<file path="src/source/mf_config.svh">
/* median filter configuration */

`ifndef MF_CONFIG_SVH
`define MF_CONFIG_SVH

// pixel and geometry widths
`define MF_PIX_W   8
`define MF_DIM_W   10

// pixel memory address width, 1024 pixels
`define MF_ADDR_W  10

// host port
`define MF_MODE_W  2
`define MF_BUS_W   32

// taps in the 3x3 window
`define MF_WIN     9

`endif

</file>
<file path="src/source/mf_pkg.sv">
/* median filter types */

`include "mf_config.svh"

package mf_pkg;

    typedef logic [`MF_PIX_W-1:0]  pixel_t;
    typedef logic [`MF_DIM_W-1:0]  dim_t;
    typedef logic [`MF_ADDR_W-1:0] pix_addr_t;
    typedef logic [`MF_BUS_W-1:0]  bus_t;

    typedef enum logic [`MF_MODE_W-1:0] {
        MODE_PIXEL,
        MODE_CTRL,
        MODE_WIDTH,
        MODE_HEIGHT
    } host_mode_t;

    typedef struct packed {
        logic       en;
        logic       we;
        host_mode_t mode;
        pix_addr_t  addr;
        bus_t       data;
    } host_req_t;

    typedef struct packed {
        logic      en;
        logic      we;
        pix_addr_t addr;
        pixel_t    data;
    } ram_req_t;

    typedef struct packed {
        dim_t      row;
        dim_t      col;
        pix_addr_t base;    // address of column 0 of the current row
    } pix_pos_t;

    typedef pixel_t [`MF_WIN-1:0] window_t;    // tap 0 upper left

    typedef enum logic [1:0] {
        ST_IDLE,
        ST_EXEC,
        ST_DONE
    } seq_state_t;

endpackage

</file>
<file path="src/source/mf_sequencer.sv">
/* frame sequencer */

module mf_sequencer (
    input  logic             CLK,
    input  logic             RST,
    input  logic             start_i,
    input  mf_pkg::dim_t     width_i,
    input  mf_pkg::dim_t     height_i,
    input  logic             median_valid_i,
    input  mf_pkg::pixel_t   median_i,
    output logic             busy_o,
    output logic             done_o,
    output logic             fetch_start_o,
    output mf_pkg::pix_pos_t pos_o,
    output mf_pkg::ram_req_t res_req_o
);
    import mf_pkg::*;

    seq_state_t state_r;
    seq_state_t state_nx;
    dim_t       row_r;
    dim_t       col_r;
    pix_addr_t  base_r;
    logic       fetch_start_r;
    logic       last_col;
    logic       last_pix;
    logic       wr_en;

    assign last_col = (col_r == width_i - dim_t'(1));
    assign last_pix = last_col && (row_r == height_i - dim_t'(1));
    assign wr_en    = median_valid_i && (state_r == ST_EXEC);

    always_comb begin
        state_nx = state_r;
        case (state_r)
            ST_IDLE: if (start_i) state_nx = ST_EXEC;
            ST_EXEC: if (wr_en && last_pix) state_nx = ST_DONE;
            ST_DONE: if (!start_i) state_nx = ST_IDLE;    // host clears start
            default: state_nx = ST_IDLE;
        endcase
    end

    always_ff @(posedge CLK or negedge RST) begin
        if (!RST) begin
            state_r       <= ST_IDLE;
            fetch_start_r <= 1'b0;
            row_r         <= '0;
            col_r         <= '0;
            base_r        <= '0;
        end else begin
            state_r       <= state_nx;
            fetch_start_r <= (state_r == ST_IDLE && start_i) || (wr_en && !last_pix);
            if (state_r == ST_IDLE) begin
                row_r  <= '0;
                col_r  <= '0;
                base_r <= '0;
            end else if (wr_en && !last_pix) begin
                if (last_col) begin
                    col_r  <= '0;
                    row_r  <= row_r + dim_t'(1);
                    base_r <= base_r + pix_addr_t'(width_i);    // next row start
                end else begin
                    col_r <= col_r + dim_t'(1);
                end
            end
        end
    end

    // result goes to the current position
    always_comb begin
        res_req_o.en   = wr_en;
        res_req_o.we   = wr_en;
        res_req_o.addr = base_r + pix_addr_t'(col_r);
        res_req_o.data = median_i;
    end

    assign busy_o        = (state_r == ST_EXEC);
    assign done_o        = (state_r == ST_DONE);
    assign fetch_start_o = fetch_start_r;
    assign pos_o         = '{row: row_r, col: col_r, base: base_r};

endmodule

</file>
<file path="config.mk">
export PLATFORM = sky130hd
export DESIGN_NAME = mf_sequencer
export DESIGN_NICKNAME = d
export VERILOG_FILES = /design/src/source/mf_pkg.sv /design/src/source/mf_sequencer.sv
export VERILOG_INCLUDE_DIRS = /design/src /design/src/source
export SDC_FILE = /design/constraint.sdc
export NUM_CORES = 1
export LEC_CHECK = 0
export BUFFER_PORTS_ARGS = -buffer_cell sky130_fd_sc_hd__buf_2
export CORE_ASPECT_RATIO = 1.1
export CORE_MARGIN = 1.5
export CORE_UTILIZATION = 50
export CTS_CLUSTER_DIAMETER = 80
export CTS_CLUSTER_SIZE = 30
export DETAILED_ROUTE_END_ITERATION = 7
export GPL_TIMING_DRIVEN = 0
export PLACE_DENSITY = 0.77
export SYNTH_ARGS = -nofsm -noshare
export SYNTH_HDL_FRONTEND = slang
export SYNTH_SLANG_ARGS = --single-unit
export TNS_END_PERCENT = 100
</file>
<file path="constraint.sdc">
create_clock -name CLK -period 7.97 [get_ports CLK]
set_input_delay 2.391 -clock CLK [delete_from_list [all_inputs] [get_ports CLK]]
set_output_delay 2.391 -clock CLK [all_outputs]
set_load 0.05 [all_outputs]
</file>
==> out/qor.txt <==
Final wirelength -> 8161 µm
Finish-stage setup viols -> 0
Clk buf depth -> 2
Post-CTS Resized -> 0
Hold EP -> state_r[0]
Mean number of vias per cell -> 5.824
Worst hold path class -> register to register
Layout fillers -> 573
RSZ-0062 raised after global routing -> no
#FFs+latches synth -> 33
Clock transition at path regs -> 70 ps
Setup Crit Path Kind -> input pin to output pin
TritonCTS Buffers -> 5
DR WL/cell -> 15.25 µm
R2R setup slack -> 5000 ps
Setup_tns -> 0 ps
GRT Total Usage -> 0.2528
Worst setup EP type -> output pin
Area grow syn2layout -> 18.06%
Non-Filler Instances -> 535
Clock Latency Late Sink -> 290 ps
IO Port Bufs -> 76
Total of max-cap violations -> 0
Ys async rst share -> 1.000
Sequential area share after synthesis -> 0.2648
DRC Markers -> 0
Area of the die -> 0.006719 mm²
Final Slew Violations -> 0
HPWL after detailed placement -> 6273 µm
Setup Buffers After CTS -> 0
WHS Path Cells -> 1
Hold_sp -> state_r[1]
Worst R2R Start -> col_r[2]
Global-route wire length before repair -> 13480 µm
Gr ovfl total -> 0
1st-iter DRT viols -> 164
Drt pass-1 iters -> 4
H-tree depth -> 2
Leakage -> 1.897 nW
Die Span Y -> 85.82 µm
Layout cell share with drive strength beyond 1 -> 0.2242
I/O pin count -> 85
R2R depth -> 11
Period utilization -> 0.7019
Post-layout net count -> 510
Placed cells -> 527
Final-report hold violation count -> 0
Critical path fanouts, max -> 6
FF-to-FF End -> row_r[8]
Synth top area share -> 0.2648
Worst setup SP type -> input pin
Vias in the first global route -> 2974
PD cells -> 193.5 mW/mm²
Largest net degree at the start of global routing -> 34
Cell Rows -> 30
Top_reg_cell synth -> dfrtp_1
Peak supply drop -> 0.1893 mV
Syn Inst Count -> 371
ANT cells -> 0
CTS tree -> yes
Chip Width -> 78.30 µm
Post-Syn Nets -> 427
EDFF count, synth -> 0
Post-DRT Antenna Nets -> 0
Initial antenna violation count -> 0
Placer Congestion -> 0.8622
Slew HR -> 0.4704
Synth cell count leaders -> nor2_1 (38), dfrtp_1 (33), xnor2_1 (28)
Post-CTS Hold Buffers -> 0
Mean Syn Cell Area -> 8.404 µm²
Routed via count -> 3116
Critical Path RT -> 5580 ps
Initial core utilization -> 0.5128
Area leader, netlist -> dfrtp_1
Area contributors post-synth -> dfrtp_1 (26%), ha_1 (8.8%), xnor2_1 (7.9%), nor2_1 (4.6%), xor2_1 (4.2%)
Yosys cell types -> 56
Critical path arrival -> 3200 ps
Synth Warn # -> 0
Count leader, synth -> nor2_1
Outcome -> finished clean
Post-synthesis cell area -> 0.003118 mm²
Worst Skew -> 7.571 ps
Core Box Area -> 0.006081 mm²
Min Tclk post-route -> 5594 ps
Fmax -> 0.1788 GHz
Clk root buf -> clkbuf_8
CTS sink count -> 33
Worst-Margin Slew -> 794.4 ps
## layer usage
layer / part of all wire / wire, µm / track usage
met5: 0 / 0 / 0
met3: 0.047 / 387 / 0.03191
met1: 0.42 / 3453 / 0.2908
met4: 0.014 / 115 / 0.08766
met2: 0.52 / 4205 / 0.4783
## kinds of logic (layout without fill, tap and decap cells)
logic type / Yosys count / count (layout) / share of synthesized area
flops: 33 / 33 / 0.2648
fa+ha+maj: 24 / 24 / 0.1011
buf+inv: 40 / 124 / 0.06420
mux: 10 / 10 / 0.03210
compound gates: 79 / 79 / 0.1750
simple gates: 142 / 142 / 0.2420
xor+xnor: 43 / 43 / 0.1208
## layout by cell type, fill, tap and decap left out, types with 9 or more instances in the layout
| master | Yosys | layout |
|---|---|---|
| nand3_1 | 15 | 15 |
| o21ai_0 | 11 | 11 |
| clkbuf_1 | 8 | 9 |
| nand2_1 | 23 | 23 |
| mux2i_1 | 10 | 10 |
| buf_4 | 11 | 11 |
| nor3_1 | 11 | 11 |
| o211ai_1 | 9 | 9 |
| nor2_1 | 38 | 38 |
| buf_2 | 1 | 77 |
| xnor2_1 | 28 | 28 |
| dfrtp_1 | 33 | 33 |
| a21oi_1 | 17 | 17 |
| xor2_1 | 15 | 15 |
| ha_1 | 22 | 22 |
| inv_1 | 19 | 19 |
## metrics by stage
stage / total power [mW] / worst slack (ps) / instance area, µm² / utilization / hold slack [ps]
after floorplan: 0.5013 / 2580 / 3118 / - / 461.3
after global placement: 0.5785 / 2394 / 3598 / 0.5918 / 484.0
after detailed placement: 0.5882 / 2379 / 3598 / 0.5918 / 496.8
after CTS: 0.7145 / 2381 / 3681 / 0.6054 / 506.2
after global routing: 0.7517 / 2317 / 3681 / 0.6054 / 538.0
final: 0.7121 / 2376 / 3681 / 0.6054 / 517.4
## worst max-delay path, cell delays in order
cell     delay, ps
buf_2           80
nand2_1        120
inv_1          220
buf_4          140
buf_2          240
## power by group
group | internal, mW | switching [mW] | leakage (nW) | total, mW
Sequential | 0.186 | 0.0341 | 0.444 | 0.220
Combinational | 0.111 | 0.254 | 1.41 | 0.365
Clock | 0.0606 | 0.0663 | 0.0450 | 0.127
## state kept, by name, indices dropped and copies added, names as in the netlist
register / cells
fetch_start_o: 1
col_r: 10
state_r: 2
row_r: 10
base_r: 10
## area by class of cell
class | instances | area, µm² | area share
Timing Repair Buffer | 76 | 380.4 | 0.1033
Sequential cell | 33 | 825.8 | 0.2243
Clock buffer | 6 | 72.57 | 0.01971
Multi-Input combinational cell | 298 | 2092 | 0.5683
Tap cell | 80 | 100.1 | 0.02719
Clock inverter | 2 | 10.01 | 0.002719
Inverter | 19 | 71.32 | 0.01937
Buffer | 21 | 128.9 | 0.03501
## how the worst max path moves through the flow
stage	slack (ps)	endpoint	cells past startpoint	start
after floorplan	2580	res_req_o[16]	11	col_r[0]
after global placement	2390	res_req_o[18]	5	median_valid_i
after detailed placement	2380	res_req_o[18]	5	median_valid_i
after CTS	2380	res_req_o[18]	5	median_valid_i
after global routing	2320	res_req_o[19]	5	median_valid_i
final	2380	res_req_o[19]	5	median_valid_i
Note: power is estimated with default switching activity, not from simulation.
