$ cat src/source/mf_config.svh
/* median filter configuration */

`ifndef MF_CONFIG_SVH
`define MF_CONFIG_SVH

// pixel and geometry widths
`define MF_PIX_W   8
`define MF_DIM_W   10

// pixel memory address width, 1024 pixels
`define MF_ADDR_W  10

// host port
`define MF_MODE_W  2
`define MF_BUS_W   32

// taps in the 3x3 window
`define MF_WIN     9

`endif

$ cat src/source/mf_pkg.sv
/* median filter types */

`include "mf_config.svh"

package mf_pkg;

    typedef logic [`MF_PIX_W-1:0]  pixel_t;
    typedef logic [`MF_DIM_W-1:0]  dim_t;
    typedef logic [`MF_ADDR_W-1:0] pix_addr_t;
    typedef logic [`MF_BUS_W-1:0]  bus_t;

    typedef enum logic [`MF_MODE_W-1:0] {
        MODE_PIXEL,
        MODE_CTRL,
        MODE_WIDTH,
        MODE_HEIGHT
    } host_mode_t;

    typedef struct packed {
        logic       en;
        logic       we;
        host_mode_t mode;
        pix_addr_t  addr;
        bus_t       data;
    } host_req_t;

    typedef struct packed {
        logic      en;
        logic      we;
        pix_addr_t addr;
        pixel_t    data;
    } ram_req_t;

    typedef struct packed {
        dim_t      row;
        dim_t      col;
        pix_addr_t base;    // address of column 0 of the current row
    } pix_pos_t;

    typedef pixel_t [`MF_WIN-1:0] window_t;    // tap 0 upper left

    typedef enum logic [1:0] {
        ST_IDLE,
        ST_EXEC,
        ST_DONE
    } seq_state_t;

endpackage

$ cat src/source/mf_host_port.sv
/* host port and memory steering */

`include "mf_config.svh"

module mf_host_port (
    input  logic              CLK,
    input  logic              RST,
    input  mf_pkg::host_req_t host_req_i,
    input  logic              busy_i,
    input  logic              done_i,
    input  mf_pkg::ram_req_t  src_req_i,
    input  mf_pkg::ram_req_t  res_req_i,
    input  mf_pkg::pixel_t    res_rdata_i,
    output mf_pkg::ram_req_t  src_req_o,
    output mf_pkg::ram_req_t  res_req_o,
    output logic              start_o,
    output mf_pkg::dim_t      width_o,
    output mf_pkg::dim_t      height_o,
    output mf_pkg::bus_t      douta_o
);
    import mf_pkg::*;

    logic       start_r;
    dim_t       width_r;
    dim_t       height_r;
    logic       rd_en_r;
    host_mode_t rd_mode_r;
    logic       pix_acc;

    assign pix_acc = host_req_i.en && (host_req_i.mode == MODE_PIXEL);

    always_ff @(posedge CLK or negedge RST) begin
        if (!RST) begin
            start_r   <= 1'b0;
            width_r   <= '0;
            height_r  <= '0;
            rd_en_r   <= 1'b0;
            rd_mode_r <= MODE_PIXEL;
        end else begin
            rd_en_r <= host_req_i.en && !host_req_i.we;
            if (host_req_i.en && !host_req_i.we) begin
                rd_mode_r <= host_req_i.mode;    // hold mode for the data cycle
            end
            if (host_req_i.en && host_req_i.we) begin
                case (host_req_i.mode)
                    MODE_CTRL:   start_r  <= host_req_i.data[0];
                    MODE_WIDTH:  width_r  <= host_req_i.data[`MF_DIM_W-1:0];
                    MODE_HEIGHT: height_r <= host_req_i.data[`MF_DIM_W-1:0];
                    default: ;
                endcase
            end
        end
    end

    // host owns source writes and result reads while idle
    always_comb begin
        src_req_o = busy_i ? src_req_i :
                    '{en: pix_acc && host_req_i.we, we: host_req_i.we,
                      addr: host_req_i.addr, data: host_req_i.data[`MF_PIX_W-1:0]};
        res_req_o = busy_i ? res_req_i :
                    '{en: pix_acc && !host_req_i.we, we: 1'b0,
                      addr: host_req_i.addr, data: '0};
    end

    always_comb begin
        douta_o = '0;
        if (rd_en_r) begin
            if (rd_mode_r == MODE_CTRL) douta_o = bus_t'(done_i);
            else if (rd_mode_r == MODE_PIXEL && done_i) douta_o = bus_t'(res_rdata_i);
        end
    end

    assign start_o  = start_r;
    assign width_o  = width_r;
    assign height_o = height_r;

endmodule

$ cat config.mk
export PLATFORM = sky130hd
export DESIGN_NAME = mf_host_port
export DESIGN_NICKNAME = d
export VERILOG_FILES = /design/src/source/mf_pkg.sv /design/src/source/mf_host_port.sv
export VERILOG_INCLUDE_DIRS = /design/src /design/src/source
export SDC_FILE = /design/constraint.sdc
export NUM_CORES = 1
export LEC_CHECK = 0
export BUFFER_PORTS_ARGS = -buffer_cell sky130_fd_sc_hd__clkbuf_2
export CAP_MARGIN = 20
export CORE_ASPECT_RATIO = 0.75
export CORE_MARGIN = 4
export CORE_UTILIZATION = 33
export CTS_CLUSTER_DIAMETER = 150
export DETAILED_ROUTE_END_ITERATION = 8
export PLACE_DENSITY = 0.81
export SLEW_MARGIN = 20
export SYNTH_ARGS = -nofsm -noshare
export SYNTH_HDL_FRONTEND = slang
export SYNTH_SLANG_ARGS = --single-unit
$ cat constraint.sdc
create_clock -name CLK -period 0.95 [get_ports CLK]
set_input_delay 0.0475 -clock CLK [delete_from_list [all_inputs] [get_ports CLK]]
set_output_delay 0.0475 -clock CLK [all_outputs]
set_load 0.02 [all_outputs]
==> results of run 1 <==
repair_timing:
item / in CTS / in global routing
endpoints found under the hold margin: 24 / 0
pin swaps: 5 / 12
hold buffers: 1 / 0
gates resized for setup: 19 / 31
gates cloned: 1 / 1
buffers inserted: 3 / 1
setup endpoints to repair: 10 / 13
worst min-delay path by stage:
| stage | start | end | slack (ps) | depth (start not counted) |
|---|---|---|---|---|
| 6_report | host_req_i[9] | height_o[9] | 30 | 2 |
| 2_1_floorplan | RST | height_o[0] | -250 | 0 |
| 3_3_place_gp | RST | height_o[8] | 40 | 2 |
| 3_5_place_dp | RST | height_o[3] | 40 | 2 |
| 4_1_cts | host_req_i[9] | height_o[9] | 20 | 2 |
| 5_1_grt | host_req_i[9] | height_o[9] | 20 | 2 |
flip-flops by register name (all words and copies together) (netlist names):
register and flops:
rd_en_r 1, rd_mode_r 2, start_o 1, height_o 10, width_o 10
report_power, final:
part           switching (mW)  total [mW]  internal, mW
combinational           0.893        1.57         0.678
sequential              0.103        1.34          1.23
clock                   0.296       0.858         0.562
stage by stage:
| step | hold WS (ps) | setup slack (ps) | cell area [sq um] | util |
|---|---|---|---|---|
| after CTS | 18.5 | -409 | 2600 | 0.569 |
| after detailed placement | 41.9 | -160 | 2390 | 0.522 |
| after global placement | 39.7 | -125 | 2390 | 0.522 |
| after global routing | 22.3 | -486 | 2680 | 0.587 |
| final | 27.9 | -406 | 2680 | 0.587 |
| after floorplan | -248 | -15.5 | 1700 | - |
cell families after synthesis:
logic type / share of synthesized area
and+or+nand+nor: 0.255
muxes: 0.226
buffers and inverters: 0.135
DFF: 0.376
AOI/OAI and AO/OA: 0.00627
other: 0.00235
metal layers:
| layer | vias to the layer above | wire [um] | global-route usage |
|---|---|---|---|
| li1 | 817 | - | - |
| met1 | 767 | 1950 | 0.182 |
| met2 | 73 | 2650 | 0.276 |
| met3 | 0 | 344 | 0.0289 |
| met4 | 0 | 0 | 0.0302 |
| met5 | - | 0 | 0 |
layout by cell type, fill, tap and decap left out:
master and n:
and2_1 9, and2_4 7, and2b_2 1, and4bb_4 1, buf_12 3, buf_4 11
buf_6 3, buf_8 9, bufbuf_16 1, bufinv_16 1, clkbuf_16 1, clkbuf_2 130
clkbuf_4 1, clkbuf_8 3, conb_1 24, dfrtp_1 24, dlygate4sd3_1 1, mux2_2 32
nand2_1 42, nand2b_1 10, nand4_2 1, nand4b_1 2, nand4bb_1 1, nor2_1 1
nor4bb_2 1, o21ai_1 1, o21ai_2 1, or4b_4 1
layout make-up:
cell class                      count  area [sq um]
Fill cell                         397          1890
Timing Repair Buffer              160          1040
Multi-Input combinational cell    135           902
Sequential cell                    24           601
Tap cell                           57          71.3
Clock buffer                        3          41.3
Clock inverter                      1          30.0
==> impl_metrics.ini, run 1 <==
[pwr]
max-vdd-ir-drop_uv = 1020
finalPower_mw = 3.76
p_leak_nw = 1.54
p_per_area_mw_per_mm2 = 1400

[detailed_routing]
finalWirelength_mm = 4.95
ant_nets = 0
drt_iter0_markers = 25
drc = 0
viasPerCell = 4.36
num_vias = 1657
post_drt_wl_per_cell_um = 13.0
dr.pass1.iters = 4

[sta]
fin_ws_ps = -406
drv_slew = 0
period_minus_slack_ps = 1360
clock_skew_ps = 0
rsz0062_at_grt = yes
tns_ps = -3160
fin_crit_sh = 1.43
setup_viol = 9
clock.fmax_mhz = 737
finalHoldViolations = 0

[die]
initial_core_util = 0.349
rows = 21
dieArea_sq_mm = 0.00603
coreArea_sq_mm = 0.00457
io_pins = 191
die_x_um = 88.3
die_h_um = 68.2

[status]
violations = setup timing
outcome = complete, but fails checks

[critical_path]
cp-start-kind = flip-flop
worstPathCellList = and4bb_4 > and2_4 > buf_8
rr_endpoint = rd_mode_r[1]
crit_buf_inv = 1
crit_cells = 3
critPathMaxStageDelay_ps = 390
cp.required_ps = 900
slowest_stage = dfrtp_1
path_delay_family = simple AND/OR/NAND/NOR gates
rr_worst_depth = 2
critPathCapture = douta_o[6]
cp_data_arrival_time_ps = 1310
end_kind = output port
rrSetupSlack_ps = 60
rr_startpoint = rd_mode_r[1]
critPathMaxFanout = 7
cp-startpoint = rd_mode_r[1]
crit_type = reg -> out

[worst_hold_path]
hold_path.class = in -> reg

[clock_tree]
ctsLongestPathBuffers = 2
cts_tree = built
cts_made_buffers = 3
root_buffer = clkbuf_8
cts_max_level = 1
clk_pin_slew_ps = 80
clkLatencyLatePin_ps = 260
clock_sinks = 24

[cells_and_area]
final_nets = 422
drive_above_1_share = 0.644
final_cells = 380
num_antenna_cells = 0
area_delta_synth_final_pct = 68.0

[grt]
grt_pass1_wl_mm = 7.09
grt-ovfl-total = 0
antenna_found_initial = 0
grt_util_all_layers = 0.150
grt_max_degree = 25
grt_pass1_vias = 1581

[synthesis]
synthTopCellsByArea = dfrtp_1 (38%), mux2_2 (23%), buf_4 (12%), nand2_1 (9.9%), and2_1 (6.3%)
synth-main-ff-cell = dfrtp_1
yosysSeqAreaShare = 0.376
synth_edf_count = 0
ys_ff_latch = 24
synth.most_common_cell = nand2_1
synth_commonest_cells = nand2_1 (42), mux2_2 (32), buf_4 (25)
synth_top_area_cell = dfrtp_1
netlist_instances = 167
yosys_warnings = 0
synth_area_sq_mm = 0.00160
postSynthAreaPerCell_sq_um = 9.56
async_reset_ff_frac = 1.00
ys_types = 18
yosysTopAreaCellShare = 0.376

[placed_design]
gp_congestion = 0.711
dp_cells = 370
portBuffers = 144
place_hpwl_mm = 3.96

[run]
maxCapViolCount = 0
No activity file was read; power rests on OpenSTA's default activity.
==> inputs of run 2 (changes only) <==
Settings changed: PLACE_DENSITY 0.81 to 0.78.
==> impl_metrics.ini, run 2 (synthesis gave the netlist of run 1 again) <==
[status]
outcome = complete, but fails checks
violations = setup timing

[worst_hold_path]
hold_path.class = in -> reg
min_from = host_req_i[8]
holdPathEnd = width_o[8]
min_path_cells = 2

[critical_path]
worstPathCellList = and4bb_4 > and2_4 > buf_8
path_delay_family = simple AND/OR/NAND/NOR gates
rrSetupSlack_ps = 50
crit_buf_inv = 1
rr_endpoint = rd_mode_r[0]
crit_type = reg -> out
critPathMaxFanout = 7
slowest_stage = dfrtp_1
critPathMaxStageDelay_ps = 390
cp-start-kind = flip-flop
rr_startpoint = rd_mode_r[0]
cp_data_arrival_time_ps = 1300
cp.required_ps = 900
rr_worst_depth = 2
end_kind = output port

[die]
coreArea_sq_mm = 0.00457
dieArea_sq_mm = 0.00603
die_h_um = 68.2
die_x_um = 88.3
initial_core_util = 0.349
rows = 21
io_pins = 191

[sta]
drv_slew = 0
setup_viol = 9
finalHoldViolations = 0
period_minus_slack_ps = 1350
clock_skew_ps = 0
fin_crit_sh = 1.42
clock.fmax_mhz = 743
whs_ps = 32.5
fin_ws_ps = -396
rsz0062_at_grt = yes

[cells_and_area]
drive_above_1_share = 0.645
final_util = 0.586
final_area_sq_mm = 0.00268
area_delta_synth_final_pct = 67.7
mostFrequentLayoutCell = clkbuf_2
layout_common_cells = clkbuf_2 (130), nand2_1 (42), mux2_2 (32), conb_1 (24), dfrtp_1 (24)
num_antenna_cells = 0
num-fill-cells = 403
final_nets = 420

[clock_tree]
clk_pin_slew_ps = 80
clkLatencyLatePin_ps = 260
ctsLongestPathBuffers = 2
cts_max_level = 1
clock_sinks = 24
cts_made_buffers = 3
root_buffer = clkbuf_8
cts_tree = built

[pwr]
p_per_area_mw_per_mm2 = 1410
p_leak_nw = 1.53
max-vdd-ir-drop_uv = 1170
finalPower_mw = 3.78

[grt]
grt_pass1_vias = 1482
grt-ovfl-total = 0
grt_pass1_wl_mm = 6.82
grt_util_all_layers = 0.145
grt_max_degree = 45
antenna_found_initial = 0

[detailed_routing]
finalWirelength_mm = 5.10
drt_iter0_markers = 52
dr.pass1.iters = 4
viasPerCell = 4.26
drc = 0
post_drt_wl_per_cell_um = 13.5
num_vias = 1611
ant_nets = 0

[placed_design]
gp_congestion = 0.723
portBuffers = 144
place_hpwl_mm = 4.19
dpl_cell_area_sq_mm = 0.00240

[run]
maxCapViolCount = 0
[run 2: report_power, final]
part / internal, mW / switching, mW
logic: 0.675 / 0.887
registers: 1.23 / 0.108
clock network: 0.562 / 0.312
total: 2.47 / 1.31
[run 2: layout make-up]
cell class                 instances  area (sq um)  share of cell area
clock inverter                     1          30.0              0.0112
sequential                        24           601               0.224
multi-input combinational        135           905               0.338
timing repair buffer             158          1030               0.385
clock buffer                       3          41.3              0.0154
tap                               57          71.3              0.0266
[run 2: stage by stage]
stage / setup slack [ps] / std cells / TNS [ps]
floorplan: -15.5 / 190 / -65.5
global placement: -119 / 370 / -1680
detailed placement: -133 / 370 / -2360
CTS: -412 / 377 / -3320
global route: -443 / 378 / -3570
finish: -396 / 378 / -3100
[run 2: how the worst max path moves through the flow]
stage               slack, ps  cells after the start           start            end
floorplan                 -20                      1    rd_mode_r[1]     douta_o[0]
global placement         -120                      4  host_req_i[44]  res_req_o[19]
detailed placement       -130                      4  host_req_i[44]  res_req_o[19]
CTS                      -410                      3    rd_mode_r[0]     douta_o[2]
global route             -440                      3    rd_mode_r[1]     douta_o[2]
finish                   -400                      3    rd_mode_r[1]     douta_o[3]
[run 2: timing repair]
| action | CTS | global route |
|---|---|---|
| hold buffers | 1 | 0 |
| endpoints found under the hold margin | 24 | 0 |
| pin swaps | 4 | 13 |
| gates cloned | 0 | 2 |
| setup buffers | 2 | 0 |
| endpoints found under the setup margin | 9 | 12 |
| resized for setup | 20 | 30 |
[run 2: per-layer routing]
layer	part of all wire	vias to the layer above	track usage	wire, um
li1	-	804	-	-
met1	0.36	728	0.175	1840
met2	0.54	77	0.272	2740
met3	0.10	2	0.0349	512
met4	0.0020	0	0.0113	10
met5	0	-	0	0
[run 2: worst reg2reg max path, cell delays in order, from the launching register on]
cell,delay [ps]
dfrtp_1,400
buf_6,120
mux2_2,260
