`config.mk`:
```
export PLATFORM = sky130hd
export DESIGN_NAME = mf_window_fetch
export DESIGN_NICKNAME = d
export VERILOG_FILES = /design/src/source/mf_pkg.sv /design/src/source/mf_window_fetch.sv
export VERILOG_INCLUDE_DIRS = /design/src /design/src/source
export SDC_FILE = /design/constraint.sdc
export NUM_CORES = 1
export LEC_CHECK = 0
export ABC_AREA = 0
export ABC_CLOCK_PERIOD_IN_PS = 4600
export BUFFER_PORTS_ARGS = -buffer_cell sky130_fd_sc_hd__buf_4
export CORE_MARGIN = 2
export CORE_UTILIZATION = 47
export DETAILED_ROUTE_END_ITERATION = 10
export PLACE_DENSITY = 0.77
export SYNTH_ARGS = -nofsm -noshare
export SYNTH_HDL_FRONTEND = slang
export SYNTH_SLANG_ARGS = --single-unit
```
`constraint.sdc`:
```
create_clock -name CLK -period 4.6 [get_ports CLK]
set_input_delay 0.46 -clock CLK [delete_from_list [all_inputs] [get_ports CLK]]
set_output_delay 0.46 -clock CLK [all_outputs]
set_load 0.005 [all_outputs]
```
`src/source/mf_config.svh`:
```
/* median filter configuration */

`ifndef MF_CONFIG_SVH
`define MF_CONFIG_SVH

// pixel and geometry widths
`define MF_PIX_W   8
`define MF_DIM_W   10

// pixel memory address width, 1024 pixels
`define MF_ADDR_W  10

// host port
`define MF_MODE_W  2
`define MF_BUS_W   32

// taps in the 3x3 window
`define MF_WIN     9

`endif

```
`src/source/mf_pkg.sv`:
```
/* median filter types */

`include "mf_config.svh"

package mf_pkg;

    typedef logic [`MF_PIX_W-1:0]  pixel_t;
    typedef logic [`MF_DIM_W-1:0]  dim_t;
    typedef logic [`MF_ADDR_W-1:0] pix_addr_t;
    typedef logic [`MF_BUS_W-1:0]  bus_t;

    typedef enum logic [`MF_MODE_W-1:0] {
        MODE_PIXEL,
        MODE_CTRL,
        MODE_WIDTH,
        MODE_HEIGHT
    } host_mode_t;

    typedef struct packed {
        logic       en;
        logic       we;
        host_mode_t mode;
        pix_addr_t  addr;
        bus_t       data;
    } host_req_t;

    typedef struct packed {
        logic      en;
        logic      we;
        pix_addr_t addr;
        pixel_t    data;
    } ram_req_t;

    typedef struct packed {
        dim_t      row;
        dim_t      col;
        pix_addr_t base;    // address of column 0 of the current row
    } pix_pos_t;

    typedef pixel_t [`MF_WIN-1:0] window_t;    // tap 0 upper left

    typedef enum logic [1:0] {
        ST_IDLE,
        ST_EXEC,
        ST_DONE
    } seq_state_t;

endpackage

```
`src/source/mf_window_fetch.sv`:
```
/* 3x3 window fetch */

`include "mf_config.svh"

module mf_window_fetch (
    input  logic             CLK,
    input  logic             RST,
    input  logic             fetch_start_i,
    input  mf_pkg::pix_pos_t pos_i,
    input  mf_pkg::dim_t     width_i,
    input  mf_pkg::dim_t     height_i,
    input  mf_pkg::pixel_t   src_rdata_i,
    output mf_pkg::ram_req_t src_req_o,
    output logic             window_valid_o,
    output mf_pkg::window_t  window_o
);
    import mf_pkg::*;

    localparam int TAP_W = $clog2(`MF_WIN);

    logic [TAP_W-1:0] tap_r;
    logic             run_r;
    logic [TAP_W-1:0] cur_tap;
    logic             issue;
    logic             cap_en_r;
    logic [TAP_W-1:0] cap_tap_r;
    logic             cap_zero;
    logic             window_valid_r;
    window_t          window_r;
    pix_addr_t        row_base;
    pix_addr_t        rd_addr;

    // window row of a tap, 0 above the centre
    function automatic logic [1:0] tap_row(input logic [TAP_W-1:0] t);
        if (t < TAP_W'(3)) return 2'd0;
        else if (t < TAP_W'(6)) return 2'd1;
        else return 2'd2;
    endfunction

    function automatic logic [1:0] tap_col(input logic [TAP_W-1:0] t);
        logic [TAP_W-1:0] rem;
        rem = t - TAP_W'(3) * TAP_W'(tap_row(t));
        return rem[1:0];
    endfunction

    // first tap goes out in the fetch_start cycle
    assign issue   = fetch_start_i || run_r;
    assign cur_tap = fetch_start_i ? '0 : tap_r;

    always_ff @(posedge CLK or negedge RST) begin
        if (!RST) begin
            tap_r          <= '0;
            run_r          <= 1'b0;
            cap_en_r       <= 1'b0;
            cap_tap_r      <= '0;
            window_valid_r <= 1'b0;
        end else begin
            if (issue) begin
                if (cur_tap == TAP_W'(`MF_WIN - 1)) begin
                    run_r <= 1'b0;
                    tap_r <= '0;
                end else begin
                    run_r <= 1'b1;
                    tap_r <= cur_tap + TAP_W'(1);
                end
            end
            cap_en_r       <= issue;    // one cycle memory latency
            cap_tap_r      <= cur_tap;
            window_valid_r <= cap_en_r && (cap_tap_r == TAP_W'(`MF_WIN - 1));
        end
    end

    // neighbour address, row then column offset
    always_comb begin
        case (tap_row(cur_tap))
            2'd0:    row_base = pos_i.base - pix_addr_t'(width_i);
            2'd1:    row_base = pos_i.base;
            default: row_base = pos_i.base + pix_addr_t'(width_i);
        endcase
        rd_addr = row_base + pix_addr_t'(pos_i.col) + pix_addr_t'(tap_col(cur_tap))
                  - pix_addr_t'(1);
    end

    always_comb begin
        src_req_o.en   = issue;
        src_req_o.we   = 1'b0;
        src_req_o.addr = rd_addr;
        src_req_o.data = '0;
    end

    // border taps read as zero
    assign cap_zero = (tap_row(cap_tap_r) == 2'd0 && pos_i.row == '0) ||
                      (tap_row(cap_tap_r) == 2'd2 && pos_i.row == height_i - dim_t'(1)) ||
                      (tap_col(cap_tap_r) == 2'd0 && pos_i.col == '0) ||
                      (tap_col(cap_tap_r) == 2'd2 && pos_i.col == width_i - dim_t'(1));

    always_ff @(posedge CLK) begin
        if (cap_en_r) begin
            window_r[cap_tap_r] <= cap_zero ? '0 : src_rdata_i;
        end
    end

    assign window_valid_o = window_valid_r;
    assign window_o       = window_r;

endmodule

```
==> results of run 1 <==
sequential cells by signal (all words and copies together) (netlist names):
signal / count
cap_en_r: 1
cap_tap_r: 4
run_r: 1
tap_r: 4
window_o: 72
window_valid_o: 1
cells in the mapped netlist (all sizes together) (2+ instances only):
library cell | instances | share of area, %
o211ai | 3 | 0.45
nand2b | 6 | 0.75
ha | 42 | 10
nand2 | 25 | 1.9
a311oi | 2 | 0.35
clkbuf | 5 | 0.37
o21a | 8 | 1.2
nand3b | 4 | 0.60
dfrtp | 11 | 5.5
mux2i | 2 | 0.40
inv | 49 | 3.7
nor4 | 9 | 1.4
xnor2 | 37 | 6.4
nand3 | 7 | 0.70
or3 | 5 | 0.62
nor2 | 21 | 1.6
edfxtp | 72 | 43
and2 | 3 | 0.37
fa | 3 | 1.2
nand4 | 5 | 0.62
a31o | 2 | 0.35
and3 | 3 | 0.37
a21oi | 18 | 1.8
xor2 | 13 | 2.3
o2111ai | 4 | 0.70
o31ai | 3 | 0.45
nor2b | 10 | 1.2
a211oi | 4 | 0.60
a21o | 3 | 0.45
o21ai | 11 | 1.1
o21bai | 3 | 0.45
mux2 | 4 | 0.89
nor3 | 21 | 2.1
nor3b | 5 | 0.84
buf | 10 | 1.5
a31oi | 3 | 0.37
kinds of logic after synthesis:
group                      share of synthesized area (%)
adders and majority gates                          11.63
xor gates and xnor gates                           9.145
and+or+nand+nor                                    14.26
AOI/OAI and AO/OA                                  9.593
other                                            0.07448
muxes                                              1.292
DFF                                                48.41
buffers and inverters                              5.591
worst reg2reg max path, delay by kind of cell (launching register included):
family | cells | cell delay [ps]
AOI/OAI and AO/OA | 2 | 320
xor gates and xnor gates | 1 | 250
adders and majority gates | 2 | 420
DFF | 1 | 570
muxes | 1 | 300
and+or+nand+nor | 5 | 1610
cells in the final DEF, fill, tap and decap left out, types with 4 or more instances in the layout:
cell,synthesis,final
sky130_fd_sc_hd__a21oi_4,0,6
sky130_fd_sc_hd__nor2_1,21,19
sky130_fd_sc_hd__nand4_1,5,5
sky130_fd_sc_hd__a21oi_1,18,11
sky130_fd_sc_hd__nor2b_1,10,7
sky130_fd_sc_hd__nor4_1,8,7
sky130_fd_sc_hd__mux2_2,4,4
sky130_fd_sc_hd__nand3_1,7,7
sky130_fd_sc_hd__nand3b_1,4,4
sky130_fd_sc_hd__dfrtp_1,11,11
sky130_fd_sc_hd__xor2_1,13,13
sky130_fd_sc_hd__nand2b_1,6,6
sky130_fd_sc_hd__or3_1,5,4
sky130_fd_sc_hd__a211oi_1,4,4
sky130_fd_sc_hd__buf_4,10,208
sky130_fd_sc_hd__conb_1,1,9
sky130_fd_sc_hd__inv_1,49,44
sky130_fd_sc_hd__nand2_1,25,24
sky130_fd_sc_hd__edfxtp_1,72,72
sky130_fd_sc_hd__clkbuf_8,0,9
sky130_fd_sc_hd__o21a_1,8,8
sky130_fd_sc_hd__nor3b_1,4,4
sky130_fd_sc_hd__inv_2,0,4
sky130_fd_sc_hd__o21ai_0,11,9
sky130_fd_sc_hd__ha_4,0,9
sky130_fd_sc_hd__nor3_2,0,4
sky130_fd_sc_hd__ha_1,42,31
sky130_fd_sc_hd__nor3_1,21,17
sky130_fd_sc_hd__xnor2_1,37,34
worst paths after layout:
check                                      to  depth (start not counted)
worst max-delay path            src_req_o[17]                         23
worst min-delay path                 tap_r[1]                          2
worst max register to register   window_o[65]                         11
worst min register to register       tap_r[3]                          1
max in group asynchronous            tap_r[2]                          2
min in group CLK                 cap_tap_r[1]                          3
through the flow:
stage          power [W]  util (%)  worst slack, ps
2_1_floorplan   0.001702         -            6.994
3_3_place_gp    0.002351     64.44           -304.3
3_5_place_dp    0.002390     64.44           -409.7
4_1_cts         0.003209     69.00           -358.7
5_1_grt         0.003540     70.77           -620.6
6_report        0.003325     70.77           -412.4
layout make-up:
cell class              count  area share (%)
clock buffers               9           1.688
clock inverters             7           1.449
inverters                  50           2.592
multi-input cells         311           36.74
flip-flops and latches     83           33.21
well taps                 136           2.319
repair buffers            212           21.99
metal layers:
metal	vias up	wire length, um	track usage [%]
met4	0	404	8.242
met1	2067	5218	27.50
li1	2030	-	-
met3	34	912	3.692
met2	190	7076	42.05
met5	-	0	0
power breakdown:
group / switching (W) / internal [W] / total [W]
combinational: 0.000797 / 0.00105 / 0.00185
sequential: 0.0000228 / 0.000866 / 0.000889
clock: 0.000271 / 0.000315 / 0.000586
total: 0.00109 / 0.00223 / 0.00332
what timing repair did:
action / in CTS / in global routing
hold endpoints to repair: 11 / 0
setup endpoints to repair: 5 / 6
setup buffers: 7 / 5
hold buffers: 1 / 0
pin swaps: 39 / 21
gates resized for setup: 36 / 18
==> flow_summary.json, run 1 <==
{
  "async_reset_ff_share_pct": 13.25,
  "post_synth_instance_area_um2": 5035,
  "final-max-slew-violation-count": 0,
  "place.port_buffers": 144,
  "cp_slowest_stage_delay_ps": 380,
  "drv.max_cap_violation_count": 0,
  "tightest_slew_ps": 1196,
  "num_io_pins": 154,
  "timing.max_slew.rel_slack_pct": 19.65,
  "vdd_ir_drop_max_mv": 0.7436,
  "drc": 0,
  "worst_clock_skew_ps": 10.89,
  "powerDensity_nw_per_um2": 453.1,
  "cell_with_the_largest_stage_delay_on_the_worst_path": "sky130_fd_sc_hd__dfrtp_1",
  "synthesis.instances": 451,
  "cts_tree": "yes",
  "synthesis.area_per_instance_um2": 11.16,
  "core_um2": 10370,
  "worstHoldPathType": "in -> async",
  "timing.final.crit_share_pct": 109.0,
  "grt_resource_usage_total_pct": 23.13,
  "clk_transition_reported_paths_ps": 80,
  "rows": 37,
  "layout-drive-gt1-share_pct": 42.41,
  "setup_slack_ps": -412.4,
  "critical_path.reg2reg.startpoint": "cap_tap_r[1]",
  "final_cells": 808,
  "grt_first_pass_wirelength_um": 20770,
  "layout_min_cycle_time_ps": 5012,
  "critical_path_required_ps": 4140,
  "multi_input_gate_area_in_the_final_layout_um2": 2696,
  "placed_cell_area_um2": 6683,
  "synth_enable_flop_cells": 72,
  "gp_congestion": 0.8942,
  "cells_along_the_critical_path": "nor2b_4 > ha_4 > inv_4 > buf_4 > a21oi_4 > xnor2_2 > ha_1 > and3_4 > a21oi_4 > a31oi_4 > o21a_1 > or3_1 > a31oi_1 > ha_1 > inv_2 > ha_4 > ha_4 > or2_4 > a21oi_4 > a21oi_4 > xnor2_2 > xnor2_1 > buf_4",
  "design.final.nets": 773,
  "run_status": "finished, violations left",
  "cts_inserted_buffers": 9,
  "finish.instance_area_um2": 7338,
  "endpoint_kind": "primary output",
  "synth_seq_cells": 83,
  "antenna_cells_inserted": 0,
  "numClockSinks": 83,
  "yosysWarnings": 0,
  "routed_via_density": 5.348,
  "area.sequential_um2": 2437,
  "timing.final.hold_violations": 0,
  "fmaxAchievable_mhz": 199.5,
  "ctsHtreeMaxLevel": 3,
  "ant_nets": 0,
  "critical_path.n_buffers_inverters": 4,
  "synth.distinct_cells": 53,
  "area_growth_pct": 45.75,
  "max-clock-path-buffers": 2,
  "fin_hold_ws_ps": 473.6,
  "setup-violations-final": 5,
  "crit_type": "reg -> out",
  "setup-tns-final_ps": -1158,
  "via_count": 4321,
  "fillCellCount": 707,
  "grt_setup_unrepaired": "true",
  "maximum_number_of_pins_on_one_net_before_global_route_repair": 17,
  "power.static_leakage_nw": 3.157,
  "setup.worst_path.start_class": "flop",
  "antenna_found_initial": 0,
  "die_h_um": 107.5,
  "violations": "negative setup slack",
  "count_of_placed_standard_cells_including_taps": 780,
  "start_util_pct": 48.55,
  "path_delay_family": "adder cells",
  "die_width_um": 107.5,
  "crit_top_cell": "sky130_fd_sc_hd__a21oi_4",
  "timing.critical_path.from": "tap_r[0]",
  "detail_route.wl_per_cell_um": 16.85,
  "first_global_vias": 4193,
  "wl_um": 13610,
  "dpl.hpwl_um": 10430,
  "cts_root_buffer": "sky130_fd_sc_hd__clkbuf_8",
  "worst_skew_pair_latency_ps": 340,
  "worst-endpoint-arrival_ps": 4550,
  "worst-r2r-setup-slack_ps": 760,
  "synth-seq-area-share_pct": 48.41,
  "synthFlopType": "sky130_fd_sc_hd__edfxtp_1",
  "overflow": 0,
  "worstPathMaxFanout": 3,
  "first_pass_iters": 4,
  "fp.dieArea_um2": 11560,
  "dr.first_iter.drc_count": 217
}
(Power assumes the default switching activity.)
==> inputs of run 2 (changes only) <==
--- a/config.mk
+++ b/config.mk
@@ -7,12 +7,12 @@
 export NUM_CORES = 1
 export LEC_CHECK = 0
 export ABC_AREA = 0
-export ABC_CLOCK_PERIOD_IN_PS = 4600
+export ABC_CLOCK_PERIOD_IN_PS = 6300
 export BUFFER_PORTS_ARGS = -buffer_cell sky130_fd_sc_hd__buf_4
 export CORE_MARGIN = 2
-export CORE_UTILIZATION = 47
+export CORE_UTILIZATION = 56
 export DETAILED_ROUTE_END_ITERATION = 10
-export PLACE_DENSITY = 0.77
+export PLACE_DENSITY = 0.86
 export SYNTH_ARGS = -nofsm -noshare
 export SYNTH_HDL_FRONTEND = slang
 export SYNTH_SLANG_ARGS = --single-unit
==> constraint.sdc (replaced) <==
create_clock -name CLK -period 6.3 [get_ports CLK]
set_input_delay 0.63 -clock CLK [delete_from_list [all_inputs] [get_ports CLK]]
set_output_delay 0.63 -clock CLK [all_outputs]
set_load 0.005 [all_outputs]
==> run 2 against run 1 <==
Net effect:
- the flow now finishes without violations
- clock power decreased by 28%
- sequential power decreased by 27%
- total power decreased by 40%
- sequential cell count unchanged
- wire length decreased by 9.1%
- clock skew increased by 0.84 ps
- cell area decreased by 12%
- global-route usage increased by 2.7 points
- final cell count decreased by 12%
- critical path depth increased by 2
- utilization increased by 3.1 points
- via count decreased by 6.5%
==> flow_summary.json, run 2 (synthesis gave the netlist of run 1 again) <==
{
  "first_global_vias": 4028,
  "clk_transition_reported_paths_ps": 80,
  "setup.worst_path.start_class": "input pin",
  "grt_setup_unrepaired": "false",
  "r2r.worst_path.cells": 11,
  "setup_slack_ps": 449.8,
  "power.static_leakage_nw": 2.787,
  "worstPathMaxFanout": 7,
  "worst-endpoint-arrival_ps": 5220,
  "num_io_pins": 154,
  "timing.final.hold_violations": 0,
  "cts_root_buffer": "sky130_fd_sc_hd__clkbuf_8",
  "layout_min_cycle_time_ps": 5850,
  "detail_route.wl_per_cell_um": 17.30,
  "antenna_found_initial": 0,
  "largest_register_ffs": 72,
  "fp.dieArea_um2": 9765,
  "rows": 34,
  "worst_skew_pair_latency_ps": 350,
  "area_growth_pct": 28.01,
  "max-clock-path-buffers": 2,
  "finish.instance_area_um2": 6445,
  "worstHoldPathType": "in -> async",
  "regToRegEndpoint": "window_o[65]",
  "setup-tns-final_ps": 0,
  "drv.max_cap_violation_count": 0,
  "final_common_cell": "sky130_fd_sc_hd__buf_4",
  "cts_hold_repair.buffers": 0,
  "timing.final.crit_share_pct": 92.86,
  "start_util_pct": 57.73,
  "layout_common_cells": "sky130_fd_sc_hd__buf_4 (147), sky130_fd_sc_hd__edfxtp_1 (72), sky130_fd_sc_hd__inv_1 (49), sky130_fd_sc_hd__ha_1 (42), sky130_fd_sc_hd__xnor2_1 (37)",
  "powerDensity_nw_per_um2": 311.8,
  "dr.first_iter.drc_count": 203,
  "die_h_um": 98.82,
  "first_pass_iters": 5,
  "endpoint_kind": "primary output",
  "placed_cell_area_um2": 6216,
  "worst_clock_skew_ps": 11.72,
  "core_um2": 8721,
  "crit_type": "in -> out",
  "numClockSinks": 83,
  "worst-r2r-setup-slack_ps": 2240,
  "tightest_slew_ps": 1298,
  "overflow": 0,
  "place.port_buffers": 144,
  "wl_um": 12370,
  "cts_tree": "yes",
  "dpl.hpwl_um": 9921,
  "ctsResizeCount": 0,
  "routed_via_density": 5.653,
  "maximum_number_of_pins_on_one_net_before_global_route_repair": 17,
  "setup-violations-final": 0,
  "p_total_w": 0.002010,
  "run_status": "finished, final reports clean",
  "ctsHtreeMaxLevel": 3,
  "design.final.nets": 708,
  "cts_inserted_buffers": 9,
  "drc": 0,
  "layout-drive-gt1-share_pct": 29.16,
  "critical_path.reg2reg.startpoint": "cap_tap_r[1]",
  "final-max-slew-violation-count": 0,
  "via_count": 4042,
  "gp_congestion": 0.9230,
  "fmaxAchievable_mhz": 170.9,
  "dpl_worst_slack_ps": 493.3,
  "antenna_cells_inserted": 0,
  "grt_first_pass_wirelength_um": 19950,
  "timing.max_slew.rel_slack_pct": 12.81,
  "die_width_um": 98.82,
  "grt_resource_usage_total_pct": 25.83,
  "cts.repair_timing.setup_buffer_count": 0,
  "ant_nets": 0,
  "critical_path_required_ps": 5670,
  "vdd_ir_drop_max_mv": 0.4404
}
run 2: cell types whose count changed in the layout (fill, tap and decap cells not counted), sizes merged:
cell / change
buf: -64
clkinv: -2
clkinvlp: +1
dlygate4sd3: -1
inv: +1
run 2: per-stage QoR:
stage | util (%) | cells | hold WS [ps]
after floorplan | - | 459 | 334.4
after global placement | 71.28 | 699 | 465.3
after detailed placement | 71.28 | 699 | 470.3
after CTS | 73.90 | 715 | 96.82
after global routing | 73.90 | 715 | 91.77
final | 73.90 | 715 | 103.8
run 2: final cells by class:
type | count | area, um^2
Inverter | 50 | 187.7
Fill cell | 601 | 2276
Timing Repair Buffer | 147 | 1104
Multi-Input combinational cell | 311 | 2352
Sequential cell | 83 | 2437
Clock buffer | 9 | 123.9
Clock inverter | 7 | 105.1
Tap cell | 108 | 135.1
run 2: critical path, stage by stage:
cell and delay (ps):
sky130_fd_sc_hd__buf_4 130, sky130_fd_sc_hd__nor2b_1 270, sky130_fd_sc_hd__ha_1 250, sky130_fd_sc_hd__inv_1 120
sky130_fd_sc_hd__nand2_1 190, sky130_fd_sc_hd__nor2_1 60, sky130_fd_sc_hd__a21o_1 180, sky130_fd_sc_hd__inv_1 70
sky130_fd_sc_hd__ha_1 220, sky130_fd_sc_hd__nor2b_1 150, sky130_fd_sc_hd__o2111ai_1 270, sky130_fd_sc_hd__a31oi_1 170
sky130_fd_sc_hd__o21a_1 200, sky130_fd_sc_hd__or3_1 300, sky130_fd_sc_hd__a31oi_1 170, sky130_fd_sc_hd__ha_1 250
sky130_fd_sc_hd__inv_1 60, sky130_fd_sc_hd__ha_1 230, sky130_fd_sc_hd__ha_1 320, sky130_fd_sc_hd__or2_2 300
sky130_fd_sc_hd__a21oi_1 150, sky130_fd_sc_hd__a21oi_1 70, sky130_fd_sc_hd__xnor2_1 200, sky130_fd_sc_hd__xnor2_1 140
sky130_fd_sc_hd__buf_4 120
run 2: worst max-delay path by stage:
stage | start | endpoint | slack [ps] | cells past startpoint
4_1_cts | fetch_start_i | src_req_o[17] | 480 | 25
5_1_grt | fetch_start_i | src_req_o[17] | 30 | 25
6_report | fetch_start_i | src_req_o[17] | 450 | 25
3_5_place_dp | fetch_start_i | src_req_o[17] | 490 | 25
3_3_place_gp | fetch_start_i | src_req_o[17] | 700 | 25
2_1_floorplan | fetch_start_i | src_req_o[17] | 1180 | 23
run 2: per-layer routing:
layer | GRT usage [%] | vias up | routed length (um)
li1 | - | 1908 | -
met3 | 5.816 | 24 | 960
met4 | 8.008 | 0 | 229
met1 | 32.33 | 1921 | 4941
met2 | 44.75 | 189 | 6241
met5 | 0 | - | 0
run 2: where the power goes:
group          switching, W  internal (W)  total, W
Sequential        0.0000181      0.000633  0.000651
Combinational      0.000433      0.000502  0.000935
Clock              0.000194      0.000230  0.000424
